--- src/design/EvtBuildPkg.sv ---
/*
 Event builder shared definitions
 Word and length types, the fixed event markers and the limit
 on the number of data words in a single front-end fragment
*/
package EvtBuildPkg;

	// Every stream word, in and out, is 12 bits wide
	localparam int WordW = 12;
	typedef logic [WordW-1:0] WordT;

	// Time tag since start of run, sent as three words with the MSB word first
	localparam int TagW = 36;

	typedef logic [31:0] EvtNumT;   // Running event number

	// The two words that open every event so a receiver can find the start
	localparam WordT MarkerA = 12'hF04;
	localparam WordT MarkerB = 12'h354;

	// Code placed in the top two bits of the first event-number word
	localparam logic [1:0] EvtNumFlag = 2'b10;

	// Longest fragment a channel may deliver, set by the 5-bit count in the
	// channel header word
	localparam int MaxFragLen = 31;
	typedef logic [4:0] LenT;

endpackage
--- src/design/EventSequencer.sv ---
/*
 Event sequencer
 Waits until every enabled channel holds a fragment, then sends one event
 of 12-bit words: markers, optional time tag, delta-T, event number, and
 a header plus data for each channel, padded to an even word count
*/
module EventSequencer
	import EvtBuildPkg::*;
#(
	parameter int NumChan = 4
) (
	input  logic Clock,
	input  logic rst,
	input  logic [NumChan-1:0] Ready,     // Fragment available per channel
	input  WordT [NumChan-1:0] HeadWord,  // Oldest word per channel
	input  LenT  [NumChan-1:0] HeadLen,   // Oldest fragment length per channel
	input  logic [NumChan-1:0] Mask,      // Enabled channels
	input  logic TagOut,                  // Include the time tag words
	input  WordT DeltaT,                  // Time since the previous trigger
	input  logic [TagW-1:0] TimeTag,      // Time since start of run
	input  logic EthHold,                 // Ethernet side cannot take an event
	output logic [NumChan-1:0] Pop,       // Consume one word from a channel
	output WordT DataOut,                 // Output word, valid with Strobe
	output logic Strobe,
	output logic EvStart,                 // One cycle as an event begins
	output EvtNumT NEvent                 // Completed event count
);

	localparam int ChanW = (NumChan > 1) ? $clog2(NumChan) : 1;

	// Each state names the word sitting in the output register during it
	typedef enum logic [13:0] {
		Wait     = 14'h0001,
		Start    = 14'h0002,
		MarkA    = 14'h0004,
		MarkB    = 14'h0008,
		Tag1     = 14'h0010,
		Tag2     = 14'h0020,
		Tag3     = 14'h0040,
		DelT     = 14'h0080,
		Num1     = 14'h0100,
		Num2     = 14'h0200,
		ChanHdr  = 14'h0400,
		ChanData = 14'h0800,
		Pad      = 14'h1000,
		Done     = 14'h2000
	} StateT;

	StateT State, NextState;
	logic [ChanW-1:0] Chan, NextChan;   // Channel being sent
	LenT WordCnt, NextCnt;   // Data words still to send for Chan
	WordT NextWord;
	logic NextStrobe;
	logic Odd;   // Odd number of words sent so far in this event
	logic [TagW-1:0] TagReg;
	WordT DelTReg;
	logic TagOutReg;
	logic StartOk, LastChan;
	logic [ChanW-1:0] HdrChan;   // Channel whose header goes out next
	LenT HdrLen;
	WordT HdrWord;

	// Masked channels count as ready
	assign StartOk = (&(Ready | ~Mask)) && !EthHold;
	assign LastChan = (Chan == ChanW'(NumChan - 1));

	// After the event number the first header is channel 0, otherwise the next one
	always_comb begin
		if (State == Num2) begin
			HdrChan = '0;
		end else if (LastChan) begin
			HdrChan = Chan;   // Not used, keeps the index in range
		end else begin
			HdrChan = Chan + 1'b1;
		end
	end

	assign HdrLen = Mask[HdrChan] ? HeadLen[HdrChan] : '0;   // Disabled channel reports no data
	assign HdrWord = {4'(HdrChan), NEvent[2:0], HdrLen};

	assign EvStart = (State == Start);

	// Next state, next output word and pops
	always_comb begin
		NextState = State;
		NextChan = Chan;
		NextCnt = WordCnt;
		NextWord = '0;
		NextStrobe = 1'b0;
		Pop = '0;
		case (State)
			Wait: begin
				if (StartOk) NextState = Start;
			end
			Start: begin
				NextState = MarkA;
				NextWord = MarkerA;
				NextStrobe = 1'b1;
			end
			MarkA: begin
				NextState = MarkB;
				NextWord = MarkerB;
				NextStrobe = 1'b1;
			end
			MarkB: begin
				NextStrobe = 1'b1;
				if (TagOutReg) begin
					NextState = Tag1;
					NextWord = TagReg[TagW-1 -: WordW];   // Most significant part first
				end else begin
					NextState = DelT;
					NextWord = DelTReg;
				end
			end
			Tag1: begin
				NextState = Tag2;
				NextWord = TagReg[2*WordW-1 -: WordW];
				NextStrobe = 1'b1;
			end
			Tag2: begin
				NextState = Tag3;
				NextWord = TagReg[WordW-1:0];
				NextStrobe = 1'b1;
			end
			Tag3: begin
				NextState = DelT;
				NextWord = DelTReg;
				NextStrobe = 1'b1;
			end
			DelT: begin
				NextState = Num1;
				NextWord = {EvtNumFlag, NEvent[21:12]};
				NextStrobe = 1'b1;
			end
			Num1: begin
				NextState = Num2;
				NextWord = NEvent[11:0];
				NextStrobe = 1'b1;
			end
			Num2: begin
				NextState = ChanHdr;
				NextChan = HdrChan;
				NextCnt = HdrLen;
				NextWord = HdrWord;
				NextStrobe = 1'b1;
			end
			ChanHdr, ChanData: begin
				if (WordCnt != '0) begin
					// Take the head word and advance that buffer in the same cycle
					NextState = ChanData;
					NextWord = HeadWord[Chan];
					NextCnt = WordCnt - 1'b1;
					NextStrobe = 1'b1;
					Pop[Chan] = 1'b1;
				end else if (!LastChan) begin
					NextState = ChanHdr;
					NextChan = HdrChan;
					NextCnt = HdrLen;
					NextWord = HdrWord;
					NextStrobe = 1'b1;
				end else if (Odd) begin
					NextState = Pad;   // Zero word brings the count to even
					NextStrobe = 1'b1;
				end else begin
					NextState = Done;
				end
			end
			Pad: begin
				NextState = Done;
			end
			Done: begin
				NextState = Wait;
			end
			default: begin
				NextState = Wait;
			end
		endcase
	end

	// State, channel walk and word parity
	always_ff @(posedge Clock) begin
		if (rst) begin
			State <= Wait;
			Chan <= '0;
			WordCnt <= '0;
			Odd <= 1'b0;
			Strobe <= 1'b0;
		end else begin
			State <= NextState;
			Chan <= NextChan;
			WordCnt <= NextCnt;
			Strobe <= NextStrobe;
			if (State == Wait) begin
				Odd <= 1'b0;   // New event starts even
			end else if (NextStrobe) begin
				Odd <= ~Odd;
			end
		end
	end

	always_ff @(posedge Clock) begin
		DataOut <= NextWord;
	end

	// Event inputs are held for the whole event
	always_ff @(posedge Clock) begin
		if (State == Start) begin
			TagReg <= TimeTag;
			DelTReg <= DeltaT;
		end
	end

	always_ff @(posedge Clock) begin
		if (rst) begin
			TagOutReg <= 1'b0;
			NEvent <= '0;
		end else begin
			if (State == Start) TagOutReg <= TagOut;
			if (NextState == Done) NEvent <= NEvent + 1'b1;   // Counts right after the last word
		end
	end

endmodule

--- config.mk ---
export PLATFORM = sky130hd
export DESIGN_NAME = EventSequencer
export DESIGN_NICKNAME = d
export VERILOG_FILES = /design/src/design/EvtBuildPkg.sv /design/src/design/EventSequencer.sv
export SDC_FILE = /design/constraint.sdc
export NUM_CORES = 1
export LEC_CHECK = 0
export BUFFER_PORTS_ARGS = -buffer_cell sky130_fd_sc_hd__buf_4
export CORE_MARGIN = 2
export CORE_UTILIZATION = 47
export CTS_CLUSTER_SIZE = 30
export DETAILED_ROUTE_END_ITERATION = 6
export PLACE_DENSITY = 0.83
export SLEW_MARGIN = 20
export SYNTH_ARGS = -nofsm -noshare
export SYNTH_HDL_FRONTEND = slang
export SYNTH_SLANG_ARGS = --single-unit
--- constraint.sdc ---
create_clock -name Clock -period 3 [get_ports Clock]
set_input_delay 0.3 -clock Clock [delete_from_list [all_inputs] [get_ports Clock]]
set_output_delay 0.3 -clock Clock [all_outputs]
set_load 0.005 [all_outputs]
==> flow_summary.yaml <==
clocking:
  cts_tree: "built"
  cts_buffers: 17
  path_clk_slew_ps: 50
  post_cts_buffers: 0
  cts_max_level: 4
  cts_hold_buf: 0
  cts_num_sinks: 116
  clock_latency_ps: 420
  clockBufferDepth: 2
  cts-root-buf: "clkbuf_16"
  post_cts_resized: 0
floorplanning:
  core_area_um2: 12100
  start_util_pct: 48.4
  dieArea_um2: 13300
  io_pins: 178
  rows: 40
  die_h_um: 115
  die_w_um: 115
critical_path:
  reg2reg_slack_ps: 300
  worstPathArrival_ps: 2470
  cp-start-kind: "register"
  cp-end-kind: "output pin"
  crit_fanout: 12
  worstPathRequired_ps: 2700
  worstSetupEndpoint: "Pop[2]"
  startpoint: "State[4]$_SDFF_PP0_"
  rr_endpoint: "NEvent[24]$_SDFFE_PP0N_"
  slowest_stage: "nor4_2"
  path_buf_inv: 1
  path_depth: 6
  critPathMaxStageDelay_ps: 550
  ff2ff_path_depth: 9
  crit_family: "simple AND/OR/NAND/NOR gates"
  r2r_start: "WordCnt[0]$_SDFFE_PP0P_"
  crit_chain: "nor4_2 -> and2_1 -> and3_1 -> nand2_1 -> nor3_1 -> buf_4"
  critical_path_class: "register to output pin"
yosys:
  synth_ff_type: "dfxtp_1"
  async_flop_share_pct: 0
  synth_edf_count: 48
  syn-cell-area_um2: 5840
  synth_cell_types: 62
  netlist_instances: 579
  ys.warnings.count: 0
  syn_nets: 710
  ys_seq_elements: 116
  ys_seq_area_share_pct: 48.0
  synth_area_per_cell_um2: 10.1
detailed_routing:
  vias_per_cell: 5.79
  ant_nets: 0
  drt-pass1-iter-count: 5
  avgRoutedWirePerCell_um: 19.1
  drt_first_iter_violations: 445
  drc: 0
  vias: 5447
  finalWirelength_um: 17900
job:
  drv_cap: 0
sta:
  fin_crit_ps: 2770
  max-slew-margin-rel_pct: 46.3
  skew_ps: 8.57
  finalSetupViolCount: 0
  finalHoldViolCount: 0
  timing.fmax_mhz: 361
  post-route-period-util_pct: 92.4
  worst_slew_pin_slew_ps: 795
  finalSetupTns_ps: 0
  maxSlewViolCount: 0
  rsz0062_at_grt: "false"
layout:
  register_area_um2: 2800
  areaGrowthSynthToFinish_pct: 37.1
  num_antenna_cells: 0
  n_fill_cell: 934
  multiInputGateArea_um2: 2840
  finalNetCount: 891
  instances_no_fill: 941
  drive_gt1_share_pct: 33.8
  final_cell_mix: "193 x buf_4, 74 x nor2_1, 68 x dfxtp_1, 49 x nand2_1, 48 x edfxtp_1"
  final_common_cell: "buf_4"
placed_design:
  dpl.hpwl_um: 13600
  finalWeightedCongestion: 0.902
  dp.cells: 909
  numPortBuffers: 177
pwr:
  p_per_area_nw_per_um2: 496
  peakVddDrop_uv: 442
  internal_power_w: 0.00316
  p_sw_share_pct: 20.3
  p_clk_share_pct: 53.0
  comb_power_share_pct: 5.3
  p_leak_nw: 3.12
  p_sw_w: 0.000804
  p_seq_share_pct: 41.7
run_status:
  status: "finished clean"
hold_path:
  hold_start: "DeltaT[0]"
  hold_class: "input port to register"
global_routing:
  grt_pass1_vias: 5159
  track_usage_pct: 27.3
  grt_overflow: 0
  grt_antenna_before_repair: 0
  grt_pass1_wl_um: 27200
  grt_max_degree: 55
==> logic make-up after synthesis <==
| family | after synthesis | share of synthesized area, % |
|---|---|---|
| simple gates | 262 | 24.8 |
| flops | 116 | 48.0 |
| compound gates | 98 | 12.3 |
| buf+inv | 47 | 3.36 |
| xor+xnor | 34 | 5.10 |
| mux | 19 | 5.87 |
| fa+ha+maj | 3 | 0.643 |
==> registers in the layout, summed over array words and instances (netlist names) <==
signal,cells
Chan,2
DataOut,12
DelTReg,12
NEvent,32
Odd,1
State,14
Strobe,1
TagOutReg,1
TagReg,36
WordCnt,5
==> routing by layer <==
metal  vias to the layer above  wire length [um]  share of wire (%)  track usage, %
met5                         -                 0                  0               0
met4                         0               493                2.7            9.64
met3                        47              1510                8.4            7.85
met2                       277              8730                 49            43.3
met1                      2588              7210                 40            35.9
li1                       2535                 -                  -               -
==> how the worst min path moves through the flow <==
| stage | end | slack [ps] | cells past startpoint |
|---|---|---|---|
| after floorplan | DelTReg[0]$_DFFE_PP_ | 400 | 0 |
| after global placement | DataOut[3]$_DFF_P_ | 430 | 2 |
| after detailed placement | DataOut[2]$_DFF_P_ | 450 | 2 |
| after CTS | TagReg[7]$_DFFE_PP_ | 50 | 1 |
| after global routing | DelTReg[9]$_DFFE_PP_ | 40 | 1 |
| final | DelTReg[0]$_DFFE_PP_ | 60 | 1 |
==> cell type report <==
type	count	share of cell area, %
Multi-Input combinational cell	416	35.5
Sequential cell	116	35.0
Timing Repair Buffer	195	18.6
Clock buffer	18	5.36
Tap cell	168	2.63
Clock inverter	14	2.28
Inverter	14	0.656
==> power by group through the flow <==
| stage | registers, W | clock network (W) | logic, W |
|---|---|---|---|
| 4_1_cts | 0.00165 | 0.00212 | 0.000209 |
| 3_5_place_dp | 0.00169 | 0 | 0.000209 |
| 5_1_grt | 0.00165 | 0.00220 | 0.000224 |
| 3_3_place_gp | 0.00169 | 0 | 0.000205 |
| 6_report | 0.00165 | 0.00210 | 0.000210 |
| 2_1_floorplan | 0.00168 | 0 | 0.0000602 |
==> cells in the mapped netlist (all sizes together) (7+ instances only) <==
cell	number	area share [%]
buf	10	0.99
nor2	74	4.8
a22oi	12	1.5
nand2	49	3.1
o21ai	8	0.69
mux4	12	4.6
clkbuf	23	1.5
nor4b	11	1.6
nor4	17	3.4
a21oi	23	2.0
edfxtp	48	25
dfxtp	68	23
nor2b	12	1.3
inv	14	0.90
a22o	8	1.2
o22ai	7	0.75
xnor2	28	4.2
nand3	22	1.9
nand4	15	1.6
nor3	25	2.3
==> per-stage QoR <==
stage / setup slack, ps / power [W] / utilization (%) / hold WS [ps] / area [um^2]
global placement: 406 / 0.00189 / 61.3 / 430 / 7400
detailed placement: 325 / 0.00190 / 61.3 / 451 / 7400
floorplan: 133 / 0.00174 / - / 399 / 5840
global route: 80.9 / 0.00407 / 66.4 / 37.0 / 8010
CTS: 235 / 0.00398 / 66.4 / 47.5 / 8010
finish: 228 / 0.00397 / 66.4 / 55.4 / 8010
Note: power is estimated with default switching activity, not from simulation.
