**config.mk**
```make
export PLATFORM = sky130hd
export DESIGN_NAME = FragBuf
export DESIGN_NICKNAME = d
export VERILOG_FILES = /design/src/design/EvtBuildPkg.sv /design/src/design/FragBuf.sv
export SDC_FILE = /design/constraint.sdc
export NUM_CORES = 1
export LEC_CHECK = 0
export BUFFER_PORTS_ARGS = -buffer_cell sky130_fd_sc_hd__clkbuf_2
export CAP_MARGIN = 10
export CORE_MARGIN = 1
export CORE_UTILIZATION = 65
export CTS_BUF_LIST = sky130_fd_sc_hd__clkbuf_2 sky130_fd_sc_hd__clkbuf_4 sky130_fd_sc_hd__clkbuf_8
export CTS_CLUSTER_DIAMETER = 100
export CTS_CLUSTER_SIZE = 8
export DETAILED_ROUTE_END_ITERATION = 10
export PLACE_DENSITY = 0.84
export SKIP_CTS_REPAIR_TIMING = 1
export SLEW_MARGIN = 20
export SYNTH_ARGS = -nofsm -noshare
export SYNTH_HDL_FRONTEND = slang
export SYNTH_SLANG_ARGS = --single-unit
```
**constraint.sdc**
```tcl
create_clock -name Clock -period 12.5 [get_ports Clock]
set_input_delay 1.875 -clock Clock [delete_from_list [all_inputs] [get_ports Clock]]
set_output_delay 1.875 -clock Clock [all_outputs]
set_load 0.05 [all_outputs]
```
**src/design/EvtBuildPkg.sv**
```systemverilog
/*
 Event builder shared definitions
 Word and length types, the fixed event markers and the limit
 on the number of data words in a single front-end fragment
*/
package EvtBuildPkg;

	// Every stream word, in and out, is 12 bits wide
	localparam int WordW = 12;
	typedef logic [WordW-1:0] WordT;

	// Time tag since start of run, sent as three words with the MSB word first
	localparam int TagW = 36;

	typedef logic [31:0] EvtNumT;   // Running event number

	// The two words that open every event so a receiver can find the start
	localparam WordT MarkerA = 12'hF04;
	localparam WordT MarkerB = 12'h354;

	// Code placed in the top two bits of the first event-number word
	localparam logic [1:0] EvtNumFlag = 2'b10;

	// Longest fragment a channel may deliver, set by the 5-bit count in the
	// channel header word
	localparam int MaxFragLen = 31;
	typedef logic [4:0] LenT;

endpackage
```
**src/design/FragBuf.sv**
```systemverilog
/*
 Per-channel fragment buffer
 Stores incoming words in a circular memory and keeps a queue of the
 lengths of complete fragments. Shows the oldest word and the length
 of the oldest complete fragment to the event sequencer
*/
module FragBuf
	import EvtBuildPkg::*;
#(
	parameter int FragDepth = 64   // Words of storage
) (
	input  logic Clock,
	input  logic rst,
	input  WordT WordIn,      // Incoming fragment word
	input  logic WordValid,   // WordIn holds a word this cycle
	input  logic WordLast,    // Final word of the fragment
	input  logic Pop,         // Consume HeadWord
	output WordT HeadWord,    // Oldest unread word
	output LenT  HeadLen,     // Length of the oldest complete fragment
	output logic Ready,       // At least one complete fragment is stored
	output logic NoRoom       // Not enough space left for a maximum fragment
);

	localparam int AddrW = (FragDepth > 1) ? $clog2(FragDepth) : 1;

	WordT Mem [FragDepth];   // Word storage
	LenT LenMem [FragDepth];   // One entry per complete fragment, never more than words

	logic [AddrW-1:0] WrPtr, RdPtr;
	logic [AddrW:0] Count;   // Words currently held
	logic [AddrW-1:0] LenWr, LenRd;
	logic [AddrW:0] LenCnt;   // Complete fragments currently held
	LenT WrLen;   // Words accepted so far in the fragment being written
	LenT RdCnt;   // Words popped so far from the head fragment
	LenT FragLen;
	logic Full, Wr, Rd, Push, Retire;

	// Pointer advance with wrap, so depths that are not a power of two work
	function automatic logic [AddrW-1:0] NextPtr(input logic [AddrW-1:0] Ptr);
		if (Ptr == AddrW'(FragDepth - 1)) begin
			return '0;
		end
		return Ptr + 1'b1;
	endfunction

	assign Full = (Count == (AddrW+1)'(FragDepth));
	assign Wr = WordValid && !Full;   // Words arriving while full are lost
	assign Rd = Pop && Ready;
	assign FragLen = WrLen + LenT'(Wr);   // Length including the word in flight

	// A fragment whose words were all dropped leaves nothing to queue
	assign Push = WordValid && WordLast && (FragLen != '0);
	assign Retire = Rd && ((RdCnt + 1'b1) == HeadLen);   // Last word of the head fragment

	assign HeadWord = Mem[RdPtr];
	assign HeadLen = LenMem[LenRd];
	assign Ready = (LenCnt != '0);
	assign NoRoom = (FragDepth - int'(Count)) < MaxFragLen;

	// Memory writes
	always_ff @(posedge Clock) begin
		if (Wr) begin
			Mem[WrPtr] <= WordIn;
		end
		if (Push) begin
			LenMem[LenWr] <= FragLen;
		end
	end

	// Word pointers and occupancy
	always_ff @(posedge Clock) begin
		if (rst) begin
			WrPtr <= '0;
			RdPtr <= '0;
			Count <= '0;
		end else begin
			if (Wr) WrPtr <= NextPtr(WrPtr);
			if (Rd) RdPtr <= NextPtr(RdPtr);
			if (Wr && !Rd) begin
				Count <= Count + 1'b1;
			end else if (Rd && !Wr) begin
				Count <= Count - 1'b1;
			end
		end
	end

	// Fragment length counter on the write side
	always_ff @(posedge Clock) begin
		if (rst) begin
			WrLen <= '0;
		end else if (WordValid && WordLast) begin
			WrLen <= '0;   // Restart for the next fragment
		end else if (Wr) begin
			WrLen <= WrLen + 1'b1;
		end
	end

	// Length queue and read-side word counter
	always_ff @(posedge Clock) begin
		if (rst) begin
			LenWr <= '0;
			LenRd <= '0;
			LenCnt <= '0;
			RdCnt <= '0;
		end else begin
			if (Push) LenWr <= NextPtr(LenWr);
			if (Retire) LenRd <= NextPtr(LenRd);
			if (Push && !Retire) begin
				LenCnt <= LenCnt + 1'b1;
			end else if (Retire && !Push) begin
				LenCnt <= LenCnt - 1'b1;
			end
			if (Retire) begin
				RdCnt <= '0;   // Head fragment fully read
			end else if (Rd) begin
				RdCnt <= RdCnt + 1'b1;
			end
		end
	end

endmodule

```
==> metrics.txt <==
# TYPE chip_impl_metric gauge
chip_impl_info{name="outcome",value="complete, no violations"} 1
chip_impl_metric{name="worstHoldPathCells",unit=""} 2
chip_impl_metric{name="synth_top_cell_area_share",unit=""} 0.723
chip_impl_metric{name="leakage",unit="nW"} 15.0
chip_impl_metric{name="switching_power_share_of_the_total",unit=""} 0.260
chip_impl_metric{name="period_needed",unit="ps"} 6500
chip_impl_info{name="rsz0062_at_grt",value="no"} 1
chip_impl_info{name="synth_top_flop_cell",value="sky130_fd_sc_hd__edfxtp_1"} 1
chip_impl_metric{name="worst-r2r-setup-slack",unit="ps"} 6010
chip_impl_metric{name="ctsLongestPathBuffers",unit=""} 3
chip_impl_metric{name="syn-mean-instance-area",unit="um^2"} 20.7
chip_impl_metric{name="grt_pass1_wl",unit="mm"} 145
chip_impl_metric{name="n_fill_cell",unit=""} 3798
chip_impl_metric{name="final_max_slew_viol_count",unit=""} 0
chip_impl_metric{name="synth_cell_types",unit=""} 72
chip_impl_info{name="path_cells",value="buf_4 > mux4_2 > mux4_2 > mux4_2 > clkbuf_2"} 1
chip_impl_metric{name="nets",unit=""} 2341
chip_impl_metric{name="chipWidth",unit="um"} 266
chip_impl_metric{name="r2r.worst_path.cells",unit=""} 19
chip_impl_metric{name="worst_slew_pin_slew",unit="ps"} 1170
chip_impl_info{name="holdCritStartpoint",value="Count[6]"} 1
chip_impl_metric{name="critical_path.max_fanout",unit=""} 51
chip_impl_info{name="tritoncts",value="built"} 1
chip_impl_metric{name="skew",unit="ps"} 41.7
chip_impl_metric{name="synth_seq_area_share",unit=""} 0.750
chip_impl_info{name="synthTopCellsByArea",value="sky130_fd_sc_hd__edfxtp_1, sky130_fd_sc_hd__mux4_2, sky130_fd_sc_hd__dfxtp_1, sky130_fd_sc_hd__nor2_1, sky130_fd_sc_hd__mux2i_1"} 1
chip_impl_metric{name="layout-area-overhead-vs-synth",unit="%"} 9.03
chip_impl_metric{name="dpl.cell_count",unit=""} 3068
chip_impl_metric{name="synthCells",unit=""} 2185
chip_impl_metric{name="asyncSetResetFlopFracSynth",unit=""} 0
chip_impl_metric{name="track_usage",unit=""} 0.286
chip_impl_info{name="cts.root.buffer_cell",value="sky130_fd_sc_hd__clkbuf_8"} 1
chip_impl_metric{name="ir_worst_vdd",unit="uV"} 148
chip_impl_metric{name="vias",unit=""} 22300
chip_impl_metric{name="max_slew_margin",unit=""} 0.217
chip_impl_metric{name="die-area",unit="mm^2"} 0.0705
chip_impl_metric{name="effective_utilization_at_floorplan",unit=""} 0.657
chip_impl_metric{name="max_freq",unit="GHz"} 0.154
chip_impl_info{name="worst_path_most_repeated_cell",value="sky130_fd_sc_hd__mux4_2"} 1
chip_impl_metric{name="dp_slack",unit="ps"} 5970
chip_impl_metric{name="clkSinkCount",unit=""} 1148
chip_impl_metric{name="h-tree-depth",unit=""} 4
chip_impl_info{name="worst_hold_path.endpoint",value="Count[6]"} 1
chip_impl_metric{name="power-per-cell-area",unit="mW/mm^2"} 173
chip_impl_metric{name="grt_max_degree",unit=""} 148
chip_impl_metric{name="globalRoute.totalOverflow",unit=""} 0
chip_impl_metric{name="core-area",unit="mm^2"} 0.0687
chip_impl_metric{name="gp_routability_congestion",unit=""} 0.886
chip_impl_metric{name="timing.final.ws_setup",unit="ps"} 6000
chip_impl_metric{name="cts_inserted_buffers",unit=""} 161
chip_impl_metric{name="drc",unit=""} 0
chip_impl_metric{name="drt_iter0_markers",unit=""} 2932
chip_impl_metric{name="first_global_vias",unit=""} 22800
chip_impl_metric{name="cell_internal_pwr",unit="W"} 0.00630
chip_impl_metric{name="post_layout_nonfiller_instances",unit=""} 3291
chip_impl_metric{name="insertion_delay_to_the_later_sink_of_the_worst_skew_pair",unit="ps"} 820
chip_impl_metric{name="count_of_maximum_capacitance_violations",unit=""} 0
chip_impl_metric{name="routed_via_density",unit=""} 6.77
chip_impl_metric{name="synth_warnings",unit=""} 0
chip_impl_info{name="r2r_end",value="LenCnt[6]"} 1
chip_impl_metric{name="clk_slew_on_worst_s_h_paths",unit="ps"} 60
chip_impl_metric{name="synth_enable_flop_cells",unit=""} 1088
chip_impl_metric{name="cp_num_buf_inv",unit=""} 2
chip_impl_metric{name="drt_first_pass_iters",unit=""} 5
chip_impl_metric{name="power.clock.fraction",unit=""} 0.317
chip_impl_metric{name="ys_seq_elements",unit=""} 1148
chip_impl_metric{name="finalHoldViolCount",unit=""} 0
chip_impl_metric{name="setup_viol",unit=""} 0
chip_impl_metric{name="synth_nets",unit=""} 2225
chip_impl_info{name="yosysMostFrequentCell",value="sky130_fd_sc_hd__edfxtp_1"} 1
chip_impl_metric{name="wl_per_cell",unit="um"} 29.5
chip_impl_info{name="synthTopCellsByCount",value="sky130_fd_sc_hd__edfxtp_1, sky130_fd_sc_hd__mux4_2, sky130_fd_sc_hd__nor2_1"} 1
chip_impl_metric{name="layout_worst_path_cycle_share",unit=""} 0.520
chip_impl_info{name="crit_path_start_kind",value="register"} 1
chip_impl_info{name="cp_slowest_cell",value="sky130_fd_sc_hd__buf_4"} 1
chip_impl_metric{name="required",unit="ps"} 10620
chip_impl_metric{name="timing.critical_path.slowest_cell_delay",unit="ps"} 890
chip_impl_metric{name="io_buffers",unit=""} 35
chip_impl_metric{name="critPathArrivalTime",unit="ps"} 4620
chip_impl_metric{name="tns_setup",unit="ps"} 0
chip_impl_metric{name="dp_hpwl",unit="mm"} 58.5
chip_impl_metric{name="comb_power_share",unit=""} 0.171
chip_impl_metric{name="postRouteAntennaNets",unit=""} 0
chip_impl_metric{name="chipHeight",unit="um"} 266
chip_impl_metric{name="design.portCount",unit=""} 36
chip_impl_info{name="crit_family",value="multiplexers"} 1
chip_impl_metric{name="antenna_found_initial",unit=""} 4
chip_impl_info{name="worst_hold_path_type",value="reg2reg"} 1
chip_impl_metric{name="placementRows",unit=""} 96
chip_impl_metric{name="power_switching",unit="W"} 0.00222
chip_impl_info{name="critPathCaptureType",value="output pin"} 1
chip_impl_metric{name="p_seq_frac",unit=""} 0.512
chip_impl_info{name="timing.setup.critical_path_class",value="reg2out"} 1
chip_impl_metric{name="utilization",unit=""} 0.717
chip_impl_metric{name="wl",unit="mm"} 97.2
chip_impl_metric{name="syn_area",unit="mm^2"} 0.0452
chip_impl_metric{name="layout-drive-gt1-share",unit=""} 0.289
chip_impl_info{name="synth_top_area_cell",value="sky130_fd_sc_hd__edfxtp_1"} 1
registers in the layout, summed over array words and instances, names as in the netlist, named ones only:
signal  count
LenCnt      7
RdCnt       5
Mem       768
RdPtr       6
WrPtr       6
WrLen       5
LenRd       6
Count       7
LenWr       6
LenMem    320
metrics by stage:
step	cell area (um^2)	power, W	hold slack [ps]
after CTS	49100	0.00854	493
after floorplan	45200	0.00548	452
after global placement	46300	0.00584	463
after detailed placement	46400	0.00589	482
after global routing	49200	0.00878	524
final	49200	0.00851	489
power by group through the flow:
stage,combinational (W),clock (W),sequential [W]
detailed placement,0.00145,0,0.00444
floorplan,0.00111,0,0.00437
global placement,0.00141,0,0.00444
global route,0.00155,0.00286,0.00437
finish,0.00146,0.00270,0.00436
CTS,0.00145,0.00272,0.00436
layout by cell type (no fill, tap or decap), types with 5 or more instances in the layout:
| master | synthesis | routed |
|---|---|---|
| sky130_fd_sc_hd__or3_1 | 8 | 8 |
| sky130_fd_sc_hd__nand2b_1 | 7 | 7 |
| sky130_fd_sc_hd__a22oi_1 | 7 | 7 |
| sky130_fd_sc_hd__dfxtp_1 | 60 | 53 |
| sky130_fd_sc_hd__a211oi_1 | 5 | 5 |
| sky130_fd_sc_hd__dfxtp_4 | 0 | 5 |
| sky130_fd_sc_hd__xor2_1 | 22 | 21 |
| sky130_fd_sc_hd__mux2_2 | 14 | 14 |
| sky130_fd_sc_hd__edfxtp_1 | 1088 | 1088 |
| sky130_fd_sc_hd__mux4_2 | 306 | 306 |
| sky130_fd_sc_hd__nor4_1 | 5 | 5 |
| sky130_fd_sc_hd__buf_4 | 7 | 37 |
| sky130_fd_sc_hd__nand3_1 | 24 | 24 |
| sky130_fd_sc_hd__nor2_1 | 197 | 154 |
| sky130_fd_sc_hd__nand2_1 | 47 | 47 |
| sky130_fd_sc_hd__ha_1 | 21 | 19 |
| sky130_fd_sc_hd__nand3b_1 | 11 | 11 |
| sky130_fd_sc_hd__clkbuf_4 | 0 | 42 |
| sky130_fd_sc_hd__clkbuf_2 | 0 | 30 |
| sky130_fd_sc_hd__o21ai_0 | 11 | 11 |
| sky130_fd_sc_hd__clkbuf_8 | 0 | 163 |
| sky130_fd_sc_hd__xnor2_1 | 14 | 14 |
| sky130_fd_sc_hd__nor2b_1 | 15 | 15 |
| sky130_fd_sc_hd__nor3_1 | 11 | 11 |
| sky130_fd_sc_hd__mux2i_1 | 51 | 51 |
| sky130_fd_sc_hd__a21o_1 | 8 | 8 |
| sky130_fd_sc_hd__nor2_2 | 0 | 43 |
| sky130_fd_sc_hd__a21oi_1 | 27 | 27 |
| sky130_fd_sc_hd__nand4_1 | 11 | 11 |
| sky130_fd_sc_hd__inv_1 | 15 | 15 |
how the worst max path moves through the flow:
stage	startpoint	endpoint	slack [ps]	cells after the start
2_1_floorplan	WordValid	LenCnt[6]	5460	17
3_3_place_gp	WordValid	LenCnt[6]	5870	16
6_report	register	HeadWord[9]	6000	5
5_1_grt	register	LenCnt[6]	5540	19
3_5_place_dp	WordValid	LenCnt[6]	5970	18
4_1_cts	register	HeadWord[3]	5800	5
layout make-up:
cell class              count  area, um^2  share of cell area
well taps                 931        1160              0.0237
multi-input cells         903       10800               0.220
repair buffers             71         498              0.0101
inverters                  16        60.1             0.00122
flip-flops and latches   1148       33900               0.688
diodes                      3        7.51            0.000152
clock buffers             205        2560              0.0520
clock inverters            14         204             0.00414
cells by family (layout without fill, tap and decap cells):
group,after synthesis,count (layout),share of synthesized area
flip-flops,1148,1148,0.750
buffers and inverters,134,306,0.0130
other,0,3,0
XOR/XNOR,36,36,0.00698
adder cells (fa/ha/maj),23,23,0.00670
AND/OR/NAND/NOR,363,363,0.0373
AO/OA/AOI/OAI,108,108,0.0174
multiplexers,373,373,0.169
worst min-delay path, cell delays in order, from the launching register on:
cell,delay (ps)
sky130_fd_sc_hd__dfxtp_1,320
sky130_fd_sc_hd__o21ai_0,70
sky130_fd_sc_hd__a21oi_1,60
per-layer routing:
layer | wire length (um) | up-vias | global-route usage | part of all wire
li1 | - | 9170 | - | -
met1 | 36800 | 11500 | 0.402 | 0.38
met2 | 47300 | 1432 | 0.450 | 0.49
met3 | 10500 | 204 | 0.0697 | 0.11
met4 | 2580 | 4 | 0.0904 | 0.027
met5 | 25 | - | 0 | 0.00026
No activity file was read; power rests on OpenSTA's default activity.
